### config.mk
export PLATFORM = sky130hd
export DESIGN_NAME = window_gen
export DESIGN_NICKNAME = d
export VERILOG_FILES = /design/src/rtl/bf_pkg.sv /design/src/rtl/window_gen.sv
export SDC_FILE = /design/constraint.sdc
export NUM_CORES = 1
export LEC_CHECK = 0
export ABC_AREA = 1
export BUFFER_PORTS_ARGS = -buffer_cell sky130_fd_sc_hd__buf_2
export CORE_MARGIN = 2
export CORE_UTILIZATION = 40
export CTS_CLUSTER_SIZE = 25
export DETAILED_ROUTE_END_ITERATION = 10
export GPL_TIMING_DRIVEN = 0
export PLACE_DENSITY = 0.7
export SYNTH_ARGS = -nofsm -noshare
export SYNTH_HDL_FRONTEND = slang
export SYNTH_SLANG_ARGS = --single-unit
### constraint.sdc
create_clock -name clk -period 1.9 [get_ports clk]
set_input_delay 0.38 -clock clk [delete_from_list [all_inputs] [get_ports clk]]
set_output_delay 0.38 -clock clk [all_outputs]
set_load 0.02 [all_outputs]
### src/rtl/bf_pkg.sv
`default_nettype none

package bf_pkg;

    //----------------------------------------
    // image geometry and data widths
    localparam int IMG_HDISP = 6;           // pixels per line
    localparam int IMG_VDISP = 5;           // lines per frame
    localparam int PIX_W     = 8;

    //----------------------------------------
    // range similarity
    localparam int SIM_W          = 10;
    localparam logic [SIM_W-1:0] SIM_MAX = 10'd1023;
    localparam int SIM_STEP_SHIFT = 4;      // diff/16 gives the shift of SIM_MAX

    // fixed spatial kernel, symmetric in both directions
    localparam int KERN_W = 7;
    localparam logic [KERN_W-1:0] KERN_CORNER = 7'd109;
    localparam logic [KERN_W-1:0] KERN_SIDE   = 7'd115;
    localparam logic [KERN_W-1:0] KERN_CENTER = 7'd122;

    //----------------------------------------
    // arithmetic widths
    localparam int WEIGHT_W     = 19;       // three 17-bit products
    localparam int WSUM_W       = 23;
    localparam int FRAC_W       = 10;       // normalized weight is a 0.10 fraction
    localparam int ACC_W        = 18;       // pixel times fraction, summed
    localparam int NORM_LATENCY = 1;

    // flags that travel beside the pixel data
    typedef struct packed {
        logic vsync;
        logic href;
        logic border;                       // centre on row 0 or column 0
    } sync_t;

    // row-major, index 0 top-left, index 4 centre
    typedef logic [8:0][PIX_W-1:0]    window_t;
    typedef logic [8:0][WEIGHT_W-1:0] weights_t;
    typedef logic [8:0][FRAC_W-1:0]   norm_weights_t;

    function automatic logic [KERN_W-1:0] kernel_coef(input int row, input int col);
        logic [KERN_W-1:0] coef;
        if (row == 1 && col == 1)
            coef = KERN_CENTER;
        else if (row == 1 || col == 1)
            coef = KERN_SIDE;
        else
            coef = KERN_CORNER;
        return coef;
    endfunction

endpackage

`default_nettype wire

### src/rtl/window_gen.sv
`timescale 1ns/1ps
`default_nettype none

// builds the 3x3 neighbourhood; bottom-right tap is the incoming pixel
module window_gen
(
    input  wire                          clk,
    input  wire                          rst_n,
    input  wire bf_pkg::sync_t           in_sync,
    input  wire [bf_pkg::PIX_W-1:0]      in_gray,
    output bf_pkg::window_t              win,
    output bf_pkg::sync_t                win_sync
);

    logic [$clog2(bf_pkg::IMG_HDISP + 1)-1:0] col_cnt;   // column of the incoming pixel
    logic [$clog2(bf_pkg::IMG_VDISP + 1)-1:0] row_cnt;   // lines ended in this frame
    logic                                     href_d;

    logic [bf_pkg::PIX_W-1:0] line1 [bf_pkg::IMG_HDISP];  // previous line
    logic [bf_pkg::PIX_W-1:0] line2 [bf_pkg::IMG_HDISP];  // line before that

    // column triplets, [0] top .. [2] bottom
    logic [2:0][bf_pkg::PIX_W-1:0] cur_col;
    logic [2:0][bf_pkg::PIX_W-1:0] col_d1;
    logic [2:0][bf_pkg::PIX_W-1:0] col_d2;

    //----------------------------------------
    // counters
    always_ff @(posedge clk or negedge rst_n)
    begin
        if (!rst_n)
        begin
            col_cnt  <= '0;
            row_cnt  <= '0;
            href_d   <= 1'b0;
            win_sync <= '0;
        end
        else
        begin
            href_d <= in_sync.href;
            if (in_sync.href)
                col_cnt <= col_cnt + 1'b1;
            else
                col_cnt <= '0;                      // back to column 0 between lines
            if (!in_sync.vsync)
                row_cnt <= '0;
            else if (href_d && !in_sync.href)
                row_cnt <= row_cnt + 1'b1;          // falling href ends a line

            win_sync.vsync  <= in_sync.vsync;
            win_sync.href   <= in_sync.href;
            // centre sits one row up and one column left
            win_sync.border <= (row_cnt < 2) || (col_cnt < 2);
        end
    end

    // rows above the frame read as zero, stale lines from the last frame too
    always_comb
    begin
        cur_col[2] = in_gray;
        cur_col[1] = (row_cnt >= 1) ? line1[col_cnt] : '0;
        cur_col[0] = (row_cnt >= 2) ? line2[col_cnt] : '0;
    end

    //----------------------------------------
    // line buffers and column shift
    always_ff @(posedge clk)
    begin
        if (in_sync.href)
        begin
            line1[col_cnt] <= in_gray;
            line2[col_cnt] <= line1[col_cnt];
            col_d1 <= cur_col;
            col_d2 <= col_d1;
            for (int r = 0; r < 3; r++)
            begin
                win[r*3]   <= (col_cnt >= 2) ? col_d2[r] : '0;   // left of frame is zero
                win[r*3+1] <= (col_cnt >= 1) ? col_d1[r] : '0;
                win[r*3+2] <= cur_col[r];
            end
        end
    end

endmodule

`default_nettype wire
==> run metrics <==
Crit. Startpoint col_cnt[0]; crit-path cells buf_2 > buf_2 > nor2_1 > inv_1 > nor2_4 > buf_8; Pwr Total 10,600 uW; crit path capture line1[4][0]; initial antenna violation count 0; most frequent CP cell buf_2; CP Max Fanout 12; TritonCTS Sinks around 200; Final HPWL DP about 9300 um; fin. max-slew vios 0; first-pass GRT wire length around 23,000 um; Post-Synth Adder-Cell Area 0.00789; worst slew pin tran roughly 460 ps; # nets final about 790; standard-cell rows 51; sequential fraction of the synthesis area 0.756; Port Buffer Count between 80 and 90; routed vias about 4.7k; FMAX ~550 MHz; Syn Nets between 600 and 700; largest family of logic cells by synthesized area simple AND/OR/NAND/NOR gates; max cap viols 0; Flop pwr share 0.501; Boundary Pins just under 90; Max-slew headroom 0.692; Switching Share 0.222; post-detailed-route count of antenna-violating nets 0; Layout fillers about 1.6k; Placed Cells 1,006; Startpoint Class flop; Core ar. approximately 19,000 um2; Clock transition at path regs 60 ps; CP delay by family, top buffers and inverters; clock share of power 0.397; slowest CP cell dfrtp_1; Die Ht approximately 140 um; initial drt markers between 400 and 500; PwrDens between 1000 and 1500 nW/um2; multiplexer share of the synthesized area 0; vias per cell approximately 4.5; Die ar. about 21,000 um2; Crit path depth 6; Setup crit end kind flop; final clock period utilization by the worst path 0.962; Internal Power 8210 uW; slowest stage delay, CP 400 ps; Post-Place Setup Slack -546 ps; clock buffer depth 3; most frequent cells in the layout 192 x edfxtp_1, 168 x inv_1, 116 x nand2_1; CTS tree yes; Post-Synthesis Cells 650; worst reg-to-reg path cell count 6; setup TNS 0 ps; Simple-Gate Fraction of Synth Area 0.131; area delta synth->final 21.4%; Initial Utilization 0.407; status finished clean; Max rail drop VDD between 0.5 and 0.6 mV; GRT Util Overall 0.143; sw power 2350 uW; Chip Width between 100 and 150 um; Seq cells post-synth 201; leading cell type in the layout, fill and taps excluded edfxtp_1; post-synthesis compound-gate area fraction 0.00442; proportion of layout cells with a drive suffix above 1 0.205; H-tree depth 1; WL final approximately 15,000 um; RD Place Congestion 0.795; static leakage around 0.0043 uW; diodes inserted 0; Logic pwr share 0.102; Unique masters post-synth 15; FF-to-FF End line1[4][0]; root buf cell clkbuf_16; YS warnings 0; Final Hold Viols 0; Clk Latency, worst-skew pair 480 ps; pin count of the biggest net entering global routing between 70 and 80; minimum clock period 1830 ps; WP data arrival 2010 ps; total congestion overflow 0; critical path class flop to flop; Num CTS Buffers 20; reg2reg setup slack about 72 ps; routed len/inst around 14 um; xor-xnor portion of the synthesized cell area 0; Pre-Repair DR Iteration Count 4; clock skew 7.89 ps; final setup fails 0; R2R Path Start col_cnt[0]; CP required approximately 2100 ps; worst path buffer plus inverter count 4; Synth Cell Area 7930 um2; RSZ-0062 raised after global routing yes; Avg Cell Area, Syn 12.2 um2; worst hold path class input pin to flop; drt drc 0; Final Non-Filler Cells approximately 1.0k; vias in the first global route 4,445; final setup margin 71.6 ps
-- synth_stat cells (all sizes together) --
| cell type | n | area (um2) |
|---|---|---|
| nor2 | 61 | 251 |
| ha | 5 | 62.6 |
| o21ai | 5 | 25.0 |
| nand3 | 68 | 350 |
| dfrtp | 9 | 225 |
| buf | 21 | 158 |
| nand2 | 117 | 439 |
| inv | 170 | 638 |
| a21oi | 2 | 10.0 |
| edfxtp | 192 | 5770 |
-- power by group through the flow --
stage	logic [uW]	registers, uW	clock network [uW]
6_report	1070	5290	4190
5_1_grt	1180	5320	4430
4_1_cts	1070	5300	4270
3_5_place_dp	1040	5390	0
3_3_place_gp	993	5390	0
2_1_floorplan	458	5550	0
-- worst register-to-register path, cell delays in order (launching register included) --
cell and delay (ps):
dfrtp_1 400, buf_2 160, buf_2 210, nor2_1 170, inv_1 160, nor2_4 210, buf_8 210
-- sequential cells by signal (all words and copies together), names as in the netlist --
register	flops
win	64
line1	48
line2	48
col_d2	24
col_d1	8
col_cnt	3
row_cnt	3
win_sync	2
href_d	1
-- layout make-up --
| class | count | area, um2 | area share |
|---|---|---|---|
| inverters | 170 | 638 | 0.0663 |
| well taps | 265 | 332 | 0.0345 |
| clock inverters | 10 | 173 | 0.0180 |
| flip-flops and latches | 201 | 5990 | 0.623 |
| multi-input cells | 258 | 1190 | 0.123 |
| plain buffers | 21 | 158 | 0.0164 |
| repair buffers | 97 | 606 | 0.0630 |
| clock buffers | 24 | 537 | 0.0558 |
-- metrics by stage --
step                cell area (um2)  hold slack [ps]   util
CTS                            9580             52.3  0.492
finish                         9620             64.6  0.494
detailed placement             8790              241  0.452
global route                   9620             60.6  0.494
global placement               8690              240  0.447
floorplan                      7930             84.4      -
-- per-layer routing --
metal / up-vias / track usage / routed length (um)
li1: 2294 / - / -
met5: - / 0 / 0
met1: 2173 / 0.168 / 5620
met4: 0 / 0.0537 / 401
met2: 172 / 0.258 / 7790
met3: 31 / 0.0276 / 1040
-- worst min path at each step --
stage          startpoint     endpoint  slack [ps]  depth (start not counted)
2_1_floorplan       rst_n   col_cnt[0]          80                          0
3_3_place_gp        rst_n  win_sync[2]         240                          1
3_5_place_dp        rst_n  win_sync[2]         240                          1
4_1_cts        in_sync[2]  win_sync[2]          50                          1
5_1_grt        in_sync[2]  win_sync[2]          60                          1
6_report       in_sync[2]  win_sync[2]          60                          1
-- what timing repair did --
item,4_1_cts,5_1_grt
gates resized for setup,5,2
endpoints found under the setup margin,51,33
buffers inserted,3,2
hold buffers,1,0
pin swaps,2,2
endpoints found under the hold margin,9,0
-- logic make-up (layout without fill, tap and decap cells) --
logic type,count (synthesis),count (layout)
buffers and inverters,191,322
flip-flops,201,201
adder cells (fa/ha/maj),5,5
AO/OA/AOI/OAI,7,7
AND/OR/NAND/NOR,246,246
(Power assumes the default switching activity.)
