<file path="src/rtl/bf_pkg.sv">
`default_nettype none

package bf_pkg;

    //----------------------------------------
    // image geometry and data widths
    localparam int IMG_HDISP = 6;           // pixels per line
    localparam int IMG_VDISP = 5;           // lines per frame
    localparam int PIX_W     = 8;

    //----------------------------------------
    // range similarity
    localparam int SIM_W          = 10;
    localparam logic [SIM_W-1:0] SIM_MAX = 10'd1023;
    localparam int SIM_STEP_SHIFT = 4;      // diff/16 gives the shift of SIM_MAX

    // fixed spatial kernel, symmetric in both directions
    localparam int KERN_W = 7;
    localparam logic [KERN_W-1:0] KERN_CORNER = 7'd109;
    localparam logic [KERN_W-1:0] KERN_SIDE   = 7'd115;
    localparam logic [KERN_W-1:0] KERN_CENTER = 7'd122;

    //----------------------------------------
    // arithmetic widths
    localparam int WEIGHT_W     = 19;       // three 17-bit products
    localparam int WSUM_W       = 23;
    localparam int FRAC_W       = 10;       // normalized weight is a 0.10 fraction
    localparam int ACC_W        = 18;       // pixel times fraction, summed
    localparam int NORM_LATENCY = 1;

    // flags that travel beside the pixel data
    typedef struct packed {
        logic vsync;
        logic href;
        logic border;                       // centre on row 0 or column 0
    } sync_t;

    // row-major, index 0 top-left, index 4 centre
    typedef logic [8:0][PIX_W-1:0]    window_t;
    typedef logic [8:0][WEIGHT_W-1:0] weights_t;
    typedef logic [8:0][FRAC_W-1:0]   norm_weights_t;

    function automatic logic [KERN_W-1:0] kernel_coef(input int row, input int col);
        logic [KERN_W-1:0] coef;
        if (row == 1 && col == 1)
            coef = KERN_CENTER;
        else if (row == 1 || col == 1)
            coef = KERN_SIDE;
        else
            coef = KERN_CORNER;
        return coef;
    endfunction

endpackage

`default_nettype wire

</file>
<file path="src/rtl/weighted_sum.sv">
`timescale 1ns/1ps
`default_nettype none

module weighted_sum
(
    input  wire                          clk,
    input  wire                          rst_n,
    input  wire bf_pkg::norm_weights_t   norm,
    input  wire bf_pkg::window_t         in_win,
    input  wire bf_pkg::sync_t           in_sync,
    output logic                         out_vsync,
    output logic                         out_href,
    output logic [bf_pkg::PIX_W-1:0]     out_gray
);

    logic [bf_pkg::ACC_W-1:0] prod [9];
    logic [bf_pkg::ACC_W-1:0] part [3];
    logic [bf_pkg::ACC_W-1:0] acc;

    // flags and centre pixel ride along for the first three stages
    bf_pkg::sync_t            sync_pipe   [3];
    logic [bf_pkg::PIX_W-1:0] centre_pipe [3];

    //----------------------------------------
    // products, partial sums, sum
    always_ff @(posedge clk)
    begin
        for (int i = 0; i < 9; i++)
            prod[i] <= in_win[i] * norm[i];
        for (int r = 0; r < 3; r++)
            part[r] <= prod[r*3] + prod[r*3+1] + prod[r*3+2];
        acc <= part[0] + part[1] + part[2];

        centre_pipe[0] <= in_win[4];
        centre_pipe[1] <= centre_pipe[0];
        centre_pipe[2] <= centre_pipe[1];
    end

    //----------------------------------------
    // round to nearest, border windows pass the centre through
    always_ff @(posedge clk)
    begin
        if (sync_pipe[2].border)
            out_gray <= centre_pipe[2];
        else
            out_gray <= acc[bf_pkg::ACC_W-1:bf_pkg::FRAC_W] + acc[bf_pkg::FRAC_W-1];
    end

    always_ff @(posedge clk or negedge rst_n)
    begin
        if (!rst_n)
        begin
            for (int s = 0; s < 3; s++)
                sync_pipe[s] <= '0;
            out_vsync <= 1'b0;
            out_href  <= 1'b0;
        end
        else
        begin
            sync_pipe[0] <= in_sync;
            sync_pipe[1] <= sync_pipe[0];
            sync_pipe[2] <= sync_pipe[1];
            out_vsync    <= sync_pipe[2].vsync;
            out_href     <= sync_pipe[2].href;
        end
    end

endmodule

`default_nettype wire

</file>
<file path="config.mk">
export PLATFORM = sky130hd
export DESIGN_NAME = weighted_sum
export DESIGN_NICKNAME = d
export VERILOG_FILES = /design/src/rtl/bf_pkg.sv /design/src/rtl/weighted_sum.sv
export SDC_FILE = /design/constraint.sdc
export NUM_CORES = 2
export LEC_CHECK = 0
export BUFFER_PORTS_ARGS = -buffer_cell sky130_fd_sc_hd__buf_2
export CORE_AREA = 8 8 226 272
export DETAILED_ROUTE_END_ITERATION = 7
export DIE_AREA = 0 0 234 280
export PLACE_DENSITY = 0.79
export SLEW_MARGIN = 20
export SYNTH_ARGS = -nofsm -noshare
export SYNTH_HDL_FRONTEND = slang
export SYNTH_SLANG_ARGS = --single-unit
</file>
<file path="constraint.sdc">
create_clock -name clk -period 2.75 [get_ports clk]
set_input_delay 0.1375 -clock clk [delete_from_list [all_inputs] [get_ports clk]]
set_output_delay 0.1375 -clock clk [all_outputs]
set_load 0.02 [all_outputs]
</file>
==> flow_summary.yaml <==
clock_network:
  clockRootBuffer: "clkbuf_16"
  cts_made_buffers: 31
  cts_tree: "done"
  clock_latency_ns: 0.59
  path_clk_slew_ns: 0.07
  clk_path_buf_depth: 3
  h-tree-depth: 1
  clkSinkCount: 268
global_routing:
  antenna_found_initial: 1
  track_usage_pct: 26.3
  globalRouteOverflowTotal: 0
  grt_pass1_wl_um: 142000
  grt_max_degree: 16
  grt_pass1_vias: 29725
placed_design:
  post-place-cells: 4843
  gp_congestion: 0.900
  numPortBuffers: 176
  dp.final_hpwl_um: 63900
pwr:
  p_sw_share_pct: 45.1
  p_per_area_nw_per_um2: 1290
  power.leakage_nw: 22.3
  ir_drop_uv: 1110
  power.internal_w: 0.0322
  clkPwrFrac_pct: 7.4
  seq_power_share_pct: 12.4
  comb_power_share_pct: 80.2
  p_sw_w: 0.0265
route:
  vias: 27360
  vias_per_cell: 5.44
  firstDrtPassIters: 5
  ant_nets: 0
  dr.first_iter.drc_count: 1355
  routed_wl_um: 92900
  wire_per_inst_um: 18.5
  drcViolationCount: 0
timing:
  max_freq_ghz: 0.273
  worstMarginPinSlew_ns: 0.689
  setup_ws_ns: -0.910
  finalSetupViolations: 96
  maxSlewHeadroom_pct: 53.7
  finalCritPeriodShare_pct: 133
  whs_ns: 0.00423
  min_period_ns: 3.66
  fin_skew_ns: 0.0206
  slew_violations: 0
  hold_viol: 0
  rsz0062_at_grt: "true"
floorplan:
  die_area_um2: 65500
  start_util_pct: 57.0
  pin_count: 177
  die_height_um: 280
  row_count: 97
  core_um2: 57400
  die_w_um: 234
yosys:
  async_flop_share_pct: 4.10
  synth_top_family_by_area: "adder cells"
  yosysSeqAreaShare_pct: 16.6
  syn_area_um2: 32700
  synth.area.mux_share_pct: 0.191
  yosys.area_share.simple_pct: 17.5
  ys_types: 68
  synth_edf_count: 0
  synth_compound_area_share_pct: 8.01
  synth_fa_ha_area_share_pct: 46.3
  ys_warn_count: 0
  netlist_instances: 3381
  synth_xor_area_share_pct: 4.52
  synthFlopType: "dfxtp_1"
  synth_nets: 4458
  synth_area_leader_cell: "fa_1"
  ys_ff_latch: 268
  yosysTopAreaCellShare_pct: 30.7
  syn_avg_cell_area_um2: 9.68
  synthTopCellsByArea: "fa_1 (31%), dfxtp_1 (16%), ha_1 (16%)"
worst_setup_path:
  required_ns: 3.22
  cp_max_fo: 6
  cp-start-kind: "input pin"
  worst_ep_arrival_time_ns: 4.13
  critPathKind: "input pin to flop"
  end_kind: "flop"
outcome:
  violations: "setup timing"
  outcome: "complete, but fails checks"
job:
  max-cap-violations: 0
final_layout:
  fillers: 3175
  layout_commonest_cell: "buf_4"
  drive_gt1_share_pct: 35.1
  finalNetCount: 5339
  mostFrequentLayoutCells: "buf_4 (534), inv_1 (513), and2_1 (487), fa_1 (464), ha_1 (329)"
  multiInputGateArea_um2: 28200
  register_area_um2: 5430
  area_growth_syn_to_layout_pct: 38.3
  final_cells: 5029
hold_path:
  min_path_type: "input pin to flop"
-- final timing paths --
path	cells after the start	slack, ns	start	endpoint
max reg2reg	12	-0.24	prod[0][109]	part[0][51]
max in group asynchronous	3	1.84	rst_n	sync_pipe[8]
max	17	-0.91	norm[80]	prod[0][159]
min	3	0.004	in_win[24]	prod[0][54]
min reg2reg	0	0.33	centre_pipe[0][11]	centre_pipe[0][19]
min in group asynchronous	3	0.58	rst_n	sync_pipe[3]
-- what timing repair did --
action | CTS | global route
gates cloned | 1 | 0
hold endpoints to repair | 30 | 0
endpoints found under the setup margin | 107 | 116
buffers inserted | 70 | 75
pin swaps | 285 | 254
gates resized for setup | 569 | 311
hold buffers | 23 | 0
-- Yosys cell counts (4+ instances only) --
cell type,count
dfxtp_1,257
nand2b_1,16
a31oi_1,19
and2_1,620
o21bai_1,16
nand4_1,10
inv_1,595
a211o_1,6
nand2_1,178
mux2i_1,4
and3_1,11
o21ai_0,76
o21a_1,34
a211oi_1,10
nand3_1,24
a21oi_1,103
fa_1,502
xor2_1,40
nor2_1,108
o31a_1,7
nor3_1,31
a21o_1,45
ha_1,408
nor3b_1,4
o31ai_1,11
o2111ai_1,4
o41a_1,4
o211ai_1,8
dfrtp_1,11
nor2b_1,19
a31o_2,7
clkbuf_1,4
xnor2_1,129
o311ai_0,7
-- critical path, stage by stage --
cell and delay [ns]:
buf_2 0.15, nand2_1 0.09, fa_1 0.48, fa_1 0.53, inv_1 0.07, fa_1 0.50, inv_1 0.06, fa_1 0.49
inv_2 0.05, ha_4 0.21, o21a_1 0.10, o31a_1 0.12, o211ai_1 0.24, nand2_1 0.14, a211o_1 0.34, o31a_1 0.28
xor2_1 0.15
-- layer usage --
| metal | global-route usage, % | vias to the layer above | part of all wire (%) |
|---|---|---|---|
| li1 | - | 12479 | - |
| met1 | 29.2 | 13673 | 36 |
| met2 | 50.9 | 853 | 55 |
| met3 | 2.65 | 355 | 3.8 |
| met4 | 9.32 | 0 | 5.0 |
| met5 | 0 | - | 0 |
-- final cells by class --
cell class                 count  share of cell area [%]
clock inverter                18                   0.445
inverter                     595                    4.95
sequential                   268                    12.0
antenna                        1                 0.00553
tap                          742                    2.05
timing repair buffer         852                    16.4
multi-input combinational   2514                    62.3
clock buffer                  39                    1.91
-- power by group through the flow --
stage | clock network [W] | logic, W | registers (W)
finish | 0.00431 | 0.0470 | 0.00727
global route | 0.00453 | 0.0510 | 0.00739
CTS | 0.00434 | 0.0415 | 0.00724
detailed placement | 0 | 0.0371 | 0.00729
global placement | 0 | 0.0360 | 0.00728
floorplan | 0 | 0.0254 | 0.00681
-- metrics by stage --
step | cell area, um2 | setup WS (ns) | power [W] | utilization, % | setup TNS, ns
after floorplan | 33900 | -1.03 | 0.0322 | - | -54.80
after global placement | 39800 | -1.28 | 0.0433 | 69.3 | -100.72
after detailed placement | 39800 | -1.34 | 0.0444 | 69.3 | -105.83
after CTS | 43600 | -0.752 | 0.0531 | 76.0 | -35.64
after global routing | 45300 | -1.02 | 0.0629 | 78.8 | -55.17
final | 45300 | -0.910 | 0.0586 | 78.8 | -45.80
-- cells by family (layout without fill, tap and decap cells) --
logic type	count (synthesis)	in the layout
mux	6	6
xor+xnor	169	169
other cells	0	1
buf+inv	599	1504
compound gates	393	393
fa+ha+maj	910	910
flops	268	268
simple gates	1036	1036
-- sequential cells by signal (all words and copies together), names as in the netlist --
name,flops
prod,162
acc,9
out_gray,8
centre_pipe,24
out_vsync,1
part,54
sync_pipe,9
out_href,1
Power figures use the tool's default switching activity.
