### src/rtl/bf_pkg.sv
`default_nettype none

package bf_pkg;

    //----------------------------------------
    // image geometry and data widths
    localparam int IMG_HDISP = 6;           // pixels per line
    localparam int IMG_VDISP = 5;           // lines per frame
    localparam int PIX_W     = 8;

    //----------------------------------------
    // range similarity
    localparam int SIM_W          = 10;
    localparam logic [SIM_W-1:0] SIM_MAX = 10'd1023;
    localparam int SIM_STEP_SHIFT = 4;      // diff/16 gives the shift of SIM_MAX

    // fixed spatial kernel, symmetric in both directions
    localparam int KERN_W = 7;
    localparam logic [KERN_W-1:0] KERN_CORNER = 7'd109;
    localparam logic [KERN_W-1:0] KERN_SIDE   = 7'd115;
    localparam logic [KERN_W-1:0] KERN_CENTER = 7'd122;

    //----------------------------------------
    // arithmetic widths
    localparam int WEIGHT_W     = 19;       // three 17-bit products
    localparam int WSUM_W       = 23;
    localparam int FRAC_W       = 10;       // normalized weight is a 0.10 fraction
    localparam int ACC_W        = 18;       // pixel times fraction, summed
    localparam int NORM_LATENCY = 1;

    // flags that travel beside the pixel data
    typedef struct packed {
        logic vsync;
        logic href;
        logic border;                       // centre on row 0 or column 0
    } sync_t;

    // row-major, index 0 top-left, index 4 centre
    typedef logic [8:0][PIX_W-1:0]    window_t;
    typedef logic [8:0][WEIGHT_W-1:0] weights_t;
    typedef logic [8:0][FRAC_W-1:0]   norm_weights_t;

    function automatic logic [KERN_W-1:0] kernel_coef(input int row, input int col);
        logic [KERN_W-1:0] coef;
        if (row == 1 && col == 1)
            coef = KERN_CENTER;
        else if (row == 1 || col == 1)
            coef = KERN_SIDE;
        else
            coef = KERN_CORNER;
        return coef;
    endfunction

endpackage

`default_nettype wire

### src/rtl/range_weight.sv
`timescale 1ns/1ps
`default_nettype none

// range similarity times spatial kernel, four register stages
module range_weight
(
    input  wire                          clk,
    input  wire                          rst_n,
    input  wire bf_pkg::window_t         win,
    input  wire bf_pkg::sync_t           in_sync,
    output bf_pkg::weights_t             weights,
    output logic [bf_pkg::WSUM_W-1:0]    wsum,
    output bf_pkg::window_t              out_win,
    output bf_pkg::sync_t                out_sync
);

    logic [8:0][bf_pkg::PIX_W-1:0] diff;
    logic [8:0][bf_pkg::SIM_W-1:0] sim;
    logic [bf_pkg::SIM_W+bf_pkg::KERN_W-1:0] prod [3][3][3];   // [row][k][col]
    bf_pkg::weights_t              weight_r;
    logic [bf_pkg::WEIGHT_W+1:0]   part_sum [3];

    bf_pkg::sync_t   sync_pipe [4];
    bf_pkg::window_t win_pipe  [4];

    //----------------------------------------
    // stage 1: absolute difference to the centre
    always_ff @(posedge clk)
    begin
        for (int i = 0; i < 9; i++)
        begin
            if (win[i] > win[4])
                diff[i] <= win[i] - win[4];
            else
                diff[i] <= win[4] - win[i];
        end
    end

    // 1023 >> (diff/16), centre always 1023
    always_comb
    begin
        for (int i = 0; i < 9; i++)
            sim[i] = bf_pkg::SIM_MAX >> (diff[i] >> bf_pkg::SIM_STEP_SHIFT);
    end

    //----------------------------------------
    // stage 2: similarity row times kernel column
    always_ff @(posedge clk)
    begin
        for (int i = 0; i < 3; i++)
            for (int k = 0; k < 3; k++)
                for (int j = 0; j < 3; j++)
                    prod[i][k][j] <= sim[i*3+k] * bf_pkg::kernel_coef(k, j);
    end

    // stage 3: weight(i,j) = sum over k
    always_ff @(posedge clk)
    begin
        for (int i = 0; i < 3; i++)
            for (int j = 0; j < 3; j++)
                weight_r[i*3+j] <= prod[i][0][j] + prod[i][1][j] + prod[i][2][j];
    end

    //----------------------------------------
    // stage 4: weight sum, weights held one cycle to line up
    always_comb
    begin
        for (int i = 0; i < 3; i++)
            part_sum[i] = weight_r[i*3] + weight_r[i*3+1] + weight_r[i*3+2];
    end

    always_ff @(posedge clk)
    begin
        wsum    <= part_sum[0] + part_sum[1] + part_sum[2];
        weights <= weight_r;
    end

    // sideband follows the four stages
    always_ff @(posedge clk or negedge rst_n)
    begin
        if (!rst_n)
        begin
            for (int s = 0; s < 4; s++)
                sync_pipe[s] <= '0;
        end
        else
        begin
            sync_pipe[0] <= in_sync;
            for (int s = 1; s < 4; s++)
                sync_pipe[s] <= sync_pipe[s-1];
        end
    end

    always_ff @(posedge clk)
    begin
        win_pipe[0] <= win;
        for (int s = 1; s < 4; s++)
            win_pipe[s] <= win_pipe[s-1];
    end

    assign out_sync = sync_pipe[3];
    assign out_win  = win_pipe[3];

endmodule

`default_nettype wire

### config.mk
export PLATFORM = sky130hd
export DESIGN_NAME = range_weight
export DESIGN_NICKNAME = d
export VERILOG_FILES = /design/src/rtl/bf_pkg.sv /design/src/rtl/range_weight.sv
export SDC_FILE = /design/constraint.sdc
export NUM_CORES = 1
export LEC_CHECK = 0
export BUFFER_PORTS_ARGS = -buffer_cell sky130_fd_sc_hd__buf_2
export CAP_MARGIN = 20
export CORE_UTILIZATION = 63
export CTS_CLUSTER_SIZE = 16
export DETAILED_ROUTE_END_ITERATION = 7
export PLACE_DENSITY = 0.82
export SLEW_MARGIN = 40
export SYNTH_ARGS = -nofsm -noshare
export SYNTH_HDL_FRONTEND = slang
export SYNTH_SLANG_ARGS = --single-unit
### constraint.sdc
create_clock -name clk -period 6 [get_ports clk]
set_input_delay 0.3 -clock clk [delete_from_list [all_inputs] [get_ports clk]]
set_output_delay 0.3 -clock clk [all_outputs]
set_load 0.02 [all_outputs]
==> summary by stage, run 1 <==
Synthesis
The synthesized netlist devotes 7.07% of its cell area to simple gates. Summing every instance area after synthesis gives 57800 sq um. The fraction of registers with async set/reset is 1.37%. Counting flops with a built-in enable in the synthesized netlist gives 0. Among all flip-flop cells after synthesis, the most frequent one is sky130_fd_sc_hd__dfxtp_1.

The library cell occupying the most area in the post-synthesis netlist is sky130_fd_sc_hd__dfxtp_1. The mean area per synthesized cell is 10.3 sq um. Sequential elements use 30.5% of the synthesized area. The compound-cell area share of the yosys netlist is 10.4%. The xor/xnor share of the synthesized area is 6.58%.

By area, the combinational part of the netlist is dominated by adder cells. Yosys attributes the largest share of cell area to sky130_fd_sc_hd__dfxtp_1 30%, sky130_fd_sc_hd__ha_1 23%, sky130_fd_sc_hd__fa_1 15%. The share of synthesized area in the top cell type comes to 30.0%.

Synthesis produced roughly 5600 cells. The mux share of post-synthesis cell area is 0.477%. After synthesis the netlist holds a flip-flop and latch count of 877. Synthesis instantiated 93 different standard cells from the library. After Yosys synthesis, full adders, half adders and majority gates account for 37.8% of the synthesized area.

The count of warnings emitted by yosys is 0.

Clock network
The number of gates resized after cts is 0. The CTS clock-pin slew for the worst setup and hold paths is 0.07 ns. The maximum level of the CTS H-tree is 3. CTS placed an instance of sky130_fd_sc_hd__clkbuf_16 at the clock tree root.

The number of clock buffers inserted by TritonCTS is 90. No sink is reached through more buffers than the 3 on the longest clock path. The clock tree from TritonCTS is yes. The total setup buffers inserted after CTS is 0. For the worst-skew pair, the clock arrives at the later sink with an insertion delay of 0.69 ns.

The total clock sinks is 877.

Detailed routing
The via count of the routed design is 40259. The total iterations of the first detailed-routing run is 8. The detail route stage leaves a number of antenna-violating nets equal to 0. Wires add up to 147 mm. For this run, design rule violations remaining after detail routing come to 0. Dividing the detail-routed wire length by the instance count gives 19.9 um. For this block, the initial DRC count from the detailed router was 2562. The detailed-route vias per instance is 5.46.

Finish
The library cells used most frequently in the layout, excluding fill and tap cells, are 1040 x sky130_fd_sc_hd__ha_1, 896 x sky130_fd_sc_hd__inv_1, 865 x sky130_fd_sc_hd__dfxtp_1. The number of nets in the layout is 7678. The final instance area is 64900 sq um. The share of the core filled with cells in the final layout is 71.7%. The count of fill cells added during filler insertion is approximately 6400.

The layout overhead on the synthesized area is 12.3%. Leaving out fill and tap cells, the most frequent cell in the layout is sky130_fd_sc_hd__ha_1. The fraction of final layout cells with drive strength greater than 1 is roughly a tenth.

Timing
The minimum period implied by the final worst setup slack is 5.45 ns. The setup-violating endpoint count in the final report is 0. The number of max-slew violations in the final report is 0. The achievable frequency is 183 MHz. Setup slack closes at 0.547 ns. On the final layout, the worst clock skew is 0.0332 ns. Setup repair after global routing left no endpoint under its margin. The final critical-path share of the clock period is slightly above 90%. The total count of hold-check failures in the final report is 0. The final sum of negative setup slack is 0 ns. At the pin with the least slew margin, the transition time is 0.817 ns.

In this run the tightest slew margin relative to its limit is 45.3%.

Critical path
The launching point of the worst reg2reg path is diff[70]. The kind of critical path is reg -> reg. The highest fanout seen on the critical path is 16. The path depth of the worst reg2reg path is 19.

The critical path starts at diff[70]. STA puts the critical path data arrival time at 6.07 ns. At the worst endpoint, the required time is 6.61 ns. The capture point of the worst reg-to-reg path is prod[2][50].

The kind of end point of the critical path is a flop. The worst register-to-register path has a setup slack of about 0.55 ns. The element type at the critical path start is a flop.

Floorplanning
The floorplan die area is about 93000 sq um. The floorplan die height is 305 um. The core box area is 90400 sq um. In this run the core area contains 110 standard-cell rows. The number of I/O pins is 346. The horizontal extent of the die is around 300 um. For this configuration, the core starts out at a cell density of 63.9%.

Worst hold path
The worst hold path belongs to the class in -> async.

Placed design
The placement-stage worst setup slack is 0.620 ns. The post-detailed-placement cell area is ~61000 sq um. The HPWL after detailed placement is around 120 mm.

In this run the tool buffered the top-level ports with ~350 buffer cells. Routability-driven placement finished with a final weighted congestion of 0.985.

GRT
For this run the aggregate overflow at the end of global routing stands at 0. The initial antenna violation count was 15. The via count of the first global-routing pass was roughly 42000. The wire length of the first global-routing pass is 229 mm. For this run, the total global-route usage over all layers was measured as 31.9%.

The maximum number of pins on one net before global-route repair is 21.

Outcome
The flow ran to the end, and the final reports show no timing, DRC or antenna violations.

Job
The reported max-cap violation count is 0.
## cell families after synthesis
| group | after synthesis |
|---|---|
| fa+ha+maj | 1481 |
| simple gates | 806 |
| flops | 877 |
| other cells | 2 |
| mux | 27 |
| xor+xnor | 434 |
| buf+inv | 1039 |
| compound gates | 940 |
## metrics by stage
| stage | cells | hold WS, ns |
|---|---|---|
| floorplan | 5722 | 0.00441 |
| global placement | 7131 | 0.175 |
| detailed placement | 7131 | 0.181 |
| CTS | 7375 | 0.0115 |
| global route | 7375 | 0.0370 |
| finish | 7378 | 0.0338 |
## synth_stat cells, drive strengths merged (9+ instances only)
master	n
xor2	132
and2	15
and3	19
buf	76
o21ai	186
inv	909
o22ai	10
nand2b	62
mux2i	23
nand3b	9
dfxtp	865
a211oi	21
a21boi	10
ha	1040
a221oi	10
nand4	31
nor4	12
nor2b	60
o21a	78
a21oi	318
o21bai	37
or2	86
or3	18
a21o	127
o211ai	14
a31oi	31
o31a	12
o31ai	16
clkbuf	53
xnor2	302
a211o	11
nand3	47
nor3	51
nand2	167
nor2	205
dfrtp	12
a2111oi	9
fa	438
## critical path, cell delays in order (launching register included)
cell and delay (ns):
sky130_fd_sc_hd__dfxtp_1 0.64, sky130_fd_sc_hd__o21ai_0 0.20, sky130_fd_sc_hd__and2_1 0.34, sky130_fd_sc_hd__ha_1 0.39
sky130_fd_sc_hd__inv_1 0.07, sky130_fd_sc_hd__fa_1 0.52, sky130_fd_sc_hd__inv_1 0.05, sky130_fd_sc_hd__fa_1 0.49
sky130_fd_sc_hd__inv_1 0.05, sky130_fd_sc_hd__fa_1 0.50, sky130_fd_sc_hd__inv_1 0.05, sky130_fd_sc_hd__ha_1 0.34
sky130_fd_sc_hd__and2_1 0.20, sky130_fd_sc_hd__a221oi_1 0.26, sky130_fd_sc_hd__o21ai_1 0.16, sky130_fd_sc_hd__o31ai_2 0.28
sky130_fd_sc_hd__nor3_1 0.13, sky130_fd_sc_hd__or3_1 0.36, sky130_fd_sc_hd__a21oi_1 0.18, sky130_fd_sc_hd__xnor2_1 0.13
## layer usage
layer | GRT usage, % | part of all wire (%) | up-vias
met2 | 53.1 | 46 | 1338
li1 | - | - | 19225
met1 | 39.4 | 41 | 19377
met3 | 6.72 | 7.7 | 317
met5 | 0 | 0.0089 | -
met4 | 15.7 | 5.2 | 2
## how the worst max path moves through the flow
stage | to | cells after the start | slack, ns
2_1_floorplan | prod[2][50] | 20 | 1.11
3_3_place_gp | prod[2][50] | 19 | 0.71
3_5_place_dp | prod[2][50] | 19 | 0.62
4_1_cts | prod[2][50] | 19 | 0.58
5_1_grt | prod[2][50] | 19 | 0.22
6_report | prod[2][50] | 19 | 0.55
## sequential cells by signal (all words and copies together) (netlist names)
signal / count
weights: 114
sync_pipe: 9
win_pipe: 288
out_sync: 3
diff: 32
wsum: 23
weight_r: 114
prod: 294
## final cells by class
type,instances,area (sq um),area share [%]
Antenna cell,3,7.51,0.0116
Inverter,910,3420,5.27
Multi-Input combinational cell,3806,36500,56.2
Clock buffer,117,2490,3.85
Tap cell,1176,1470,2.27
Timing Repair Buffer,438,2620,4.03
Clock inverter,51,756,1.17
Sequential cell,877,17600,27.2
## repair_timing
action                     in CTS  in global routing
hold buffers                   76                  0
setup endpoints to repair       0                  0
hold endpoints to repair       87                  0
Power of run 1 is not shown: default switching activity piles up to over one toggle a cycle in this logic, so the estimate is an artifact.
==> run 2, diff against run 1 <==
- ABC_AREA: not set -> 1
- CORE_UTILIZATION: 63 -> 57
- PLACE_DENSITY: 0.82 -> 0.78
- clock period: 6 -> 4.9 ns (I/O delays scaled with it)
==> summary by stage, run 2 <==
Critical path
The worst setup path is captured at a flop. The required time of the worst setup path is 5.51 ns (-1.10 ns). The setup path with the least slack is of type reg -> reg.

In this run the critical register-to-register path is launched from diff[47]. The capture point of the worst reg-to-reg path is prod[1][33]. The path depth of the worst reg2reg path is 16 (-3).

The element type at the critical path start is a flop. The highest fanout seen on the critical path was 14 (-2). The arrival time of the worst setup path is 5.12 ns (-0.95 ns). The slack of the worst reg-to-reg path is 0.39 ns (-0.16 ns).

Timing
The slew of the pin with the lowest slew margin is 0.825 ns (+0.00759 ns). The final sum of negative setup slack came to 0 ns (unchanged). The final worst hold slack is 0.191 ns (+0.157 ns). The final setup skew is 0.0801 ns (+0.0469 ns). The final critical-path share of the clock period came to 92.0% (+1.2 points). The setup-violating endpoint count in the final report is 0 (unchanged). The minimum period implied by the final worst setup slack is 4.51 ns (-0.943 ns). The number of max-slew violations in the final report is 0 (unchanged). Setup repair after global routing left no endpoint under its margin. The achievable frequency is 222 MHz (+21%). The total count of hold-check failures in the final report is 0 (unchanged). The relative slew slack is 44.4% (-0.83 points).

Detailed routing
The detailed-route vias per instance is 5.18 (-5.1%). The number of DRC markers after the initial detailed-route iteration is 3450 (+35%). The number of routed nets with antenna violations is 0 (unchanged). The post-detailed-route DRC marker count is 0 (unchanged).

The sum of routed wire length over all layers is 169 mm (+15%). The detail-routed net length per standard cell was 17.9 um (-10%). The via count of the routed design is 48977 (+22%).

The total iterations of the first detailed-routing run came to 6 (-2).

Worst hold path
The tightest min-delay check is of the in -> reg type. The source of the worst hold timing path is in_sync[1]. The endpoint of the worst hold-timing path is sync_pipe[10].

The worst hold path passes through 2 cells.

Finish
The flip-flop and latch area came to 17600 sq um (about the same). The flip-flop count of the largest register, all copies and words added is 294 (unchanged). The layout overhead on the synthesized area is 12.6%. The number of nets in the layout came to 9528 (+24%). The largest registers in the layout are prod x294, win_pipe x288. The fraction of final layout cells with drive strength greater than 1 is 8.50% (-1.8 points). Leaving out fill and tap cells, the most frequent cells in the layout are 1613 x sky130_fd_sc_hd__nand2_1, 1377 x sky130_fd_sc_hd__inv_1, 1040 x sky130_fd_sc_hd__ha_1. The area used by multi-input combinational logic is 39400 sq um (+7.9%).

The register with the most flip-flops in the final layout is prod. The most common cell after layout, fill and taps aside is sky130_fd_sc_hd__nand2_1. The count of fill cells added during filler insertion was 9013 (+41%).

Synthesis
The count of warnings emitted by yosys is 0 (unchanged). The number of enable flip-flop cells after synthesis is 0 (unchanged). The area fraction of the dominant cell type after synthesis came to 27.8% (-2.2 points). The area of the mapped netlist was 62400 sq um (+8.0%). The post-synthesis cell type count came to 45 (-52%).

The number of standard cells after synthesis is 7383 (+32%). The register bit total from synthesis is 877 (unchanged). By count the netlist is led by 1613 x sky130_fd_sc_hd__nand2_1, 1377 x sky130_fd_sc_hd__inv_1, 1040 x sky130_fd_sc_hd__ha_1. Yosys attributes the largest share of cell area to sky130_fd_sc_hd__dfxtp_1 28%, sky130_fd_sc_hd__ha_1 21%, sky130_fd_sc_hd__fa_1 14%.

The most used flip-flop cell after synthesis is sky130_fd_sc_hd__dfxtp_1. The sequential cell area fraction in the yosys report is 28.2% (-2.3 points). The fraction of registers with async set/reset is 1.37% (unchanged). Of all cell types, the one taking the most synthesized area is sky130_fd_sc_hd__dfxtp_1.

The mean area per synthesized cell was 8.45 sq um (-18%). By instance count, the leading cell after synthesis is sky130_fd_sc_hd__nand2_1.

Floorplanning
The number of I/O pins was 346 (unchanged). The horizontal extent of the die came to 333 um (+9.2%). The floorplan die height was 333 um (+9.2%). The effective utilization at floorplan came to 57.9% (-6.0 points).

The core box area is 108000 sq um (+19%). The floorplan die area was 111000 sq um (+19%). The number of cell rows was 120 (+9.1%).

Placed design
The placer congestion estimate is 0.996 (+1.1%). The post-detailed-placement half-perimeter wirelength was 139 mm (+19%). The number of port buffers is 345 (unchanged).

Clock network
The total setup buffers inserted after CTS is 0 (unchanged). The CTS clock-pin slew for the worst setup and hold paths is 0.07 ns (about the same). The number of clock buffers inserted by TritonCTS is 92 (+2.2%). The clock tree from TritonCTS is yes. The cell chosen for the clock root is sky130_fd_sc_hd__clkbuf_16. The maximum number of buffers from clock root to sink is 3 (unchanged).

The total clock sinks is 877 (unchanged). The clock latency on the worst-skew pair is 0.72 ns (+0.03 ns). The maximum level of the CTS H-tree came to 3 (unchanged).

GRT
The total track usage was 30.8% (-1.1 points). The maximum number of pins on one net before global-route repair was 18 (-14%). The global-route congestion overflow total is 0 (unchanged). The via count of the first global-routing pass was 48864 (+17%). The initial antenna violation count came to 10 (-5). The wire length of the first global-routing pass is 266 mm (+16%).

Outcome
The flow ran to the end, and the final reports show no timing, DRC or antenna violations.

Job
The reported max-cap violation count came to 0 (unchanged).
==> run 2: cell count changes after synthesis, moves of 54 or more <==
cell                       previous run  this run
sky130_fd_sc_hd__nand2_1            166      1613
sky130_fd_sc_hd__inv_1              896      1377
sky130_fd_sc_hd__nand3_1             46       312
sky130_fd_sc_hd__xnor2_1            302       109
sky130_fd_sc_hd__nor2_1             205       393
sky130_fd_sc_hd__a21o_1             127        34
sky130_fd_sc_hd__o21ai_1             88         8
sky130_fd_sc_hd__xor2_1             132       198
sky130_fd_sc_hd__nand2b_1            62         0
sky130_fd_sc_hd__nor2b_1             60         0
sky130_fd_sc_hd__o21a_1              78        20
sky130_fd_sc_hd__o21ai_0             97       155
sky130_fd_sc_hd__nand4_1             31        85
==> run 2: cell families (layout without fill, tap and decap cells) <==
logic type / count (synthesis) / count (layout) / synth area share (%)
adder cells (fa/ha/maj): 1478 / 1478 / 34.9
XOR/XNOR: 307 / 307 / 4.31
other: 2 / 121 / 0.0120
AND/OR/NAND/NOR: 2605 / 2605 / 17.6
AO/OA/AOI/OAI: 635 / 635 / 5.58
flip-flops: 877 / 877 / 28.2
buffers and inverters: 1479 / 2030 / 9.35
==> run 2: stage by stage <==
step                      std cells  worst slack (ns)  utilization [%]  area (sq um)
after floorplan                7499             0.385                -         62800
after global placement         9205             0.387             61.3         66100
after detailed placement       9205             0.299             61.3         66100
after CTS                      9453             0.263             65.1         70200
after global routing           9454            0.0714             65.1         70200
final                          9456             0.390             65.1         70200
==> run 2: final cells by class <==
type | count | share of cell area, %
Multi-Input combinational cell | 5143 | 56.1
Sequential cell | 877 | 25.1
Inverter | 1382 | 7.39
Timing Repair Buffer | 477 | 4.15
Clock buffer | 109 | 3.50
Tap cell | 1403 | 2.50
Clock inverter | 62 | 1.30
Antenna cell | 3 | 0.0107
==> run 2: per-layer routing <==
metal	global-route usage (%)	share of wire, %	vias up
li1	-	-	24048
met3	4.15	7.1	328
met2	50.3	45	1661
met5	0	0	-
met4	12.1	4.0	0
met1	41.4	44	22940
==> run 2: how the worst max path moves through the flow <==
stage | from | to | slack, ns
2_1_floorplan | diff[70] | prod[2][49] | 0.39
3_3_place_gp | diff[47] | prod[1][33] | 0.39
3_5_place_dp | diff[47] | prod[1][33] | 0.30
4_1_cts | diff[47] | prod[1][33] | 0.26
5_1_grt | diff[47] | prod[1][33] | 0.07
6_report | diff[47] | prod[1][33] | 0.39
==> run 2: critical path: stages (launching register included) <==
cell,delay (ns)
sky130_fd_sc_hd__dfxtp_2,0.40
sky130_fd_sc_hd__inv_1,0.22
sky130_fd_sc_hd__o21ai_1,0.24
sky130_fd_sc_hd__nor2_1,0.56
sky130_fd_sc_hd__fa_1,0.55
sky130_fd_sc_hd__fa_1,0.46
sky130_fd_sc_hd__ha_1,0.29
sky130_fd_sc_hd__inv_1,0.05
sky130_fd_sc_hd__fa_1,0.51
sky130_fd_sc_hd__inv_1,0.05
sky130_fd_sc_hd__ha_1,0.34
sky130_fd_sc_hd__a21oi_1,0.22
sky130_fd_sc_hd__o21ai_0,0.14
sky130_fd_sc_hd__a21oi_1,0.20
sky130_fd_sc_hd__nand2_1,0.07
sky130_fd_sc_hd__nand2_1,0.06
sky130_fd_sc_hd__nand2_1,0.06
==> run 2: repair_timing <==
action,in CTS,in global routing
resized for setup,0,2
hold buffers,77,0
endpoints found under the hold margin,87,0
setup endpoints to repair,0,7
Power of run 2 is left out for the same reason.
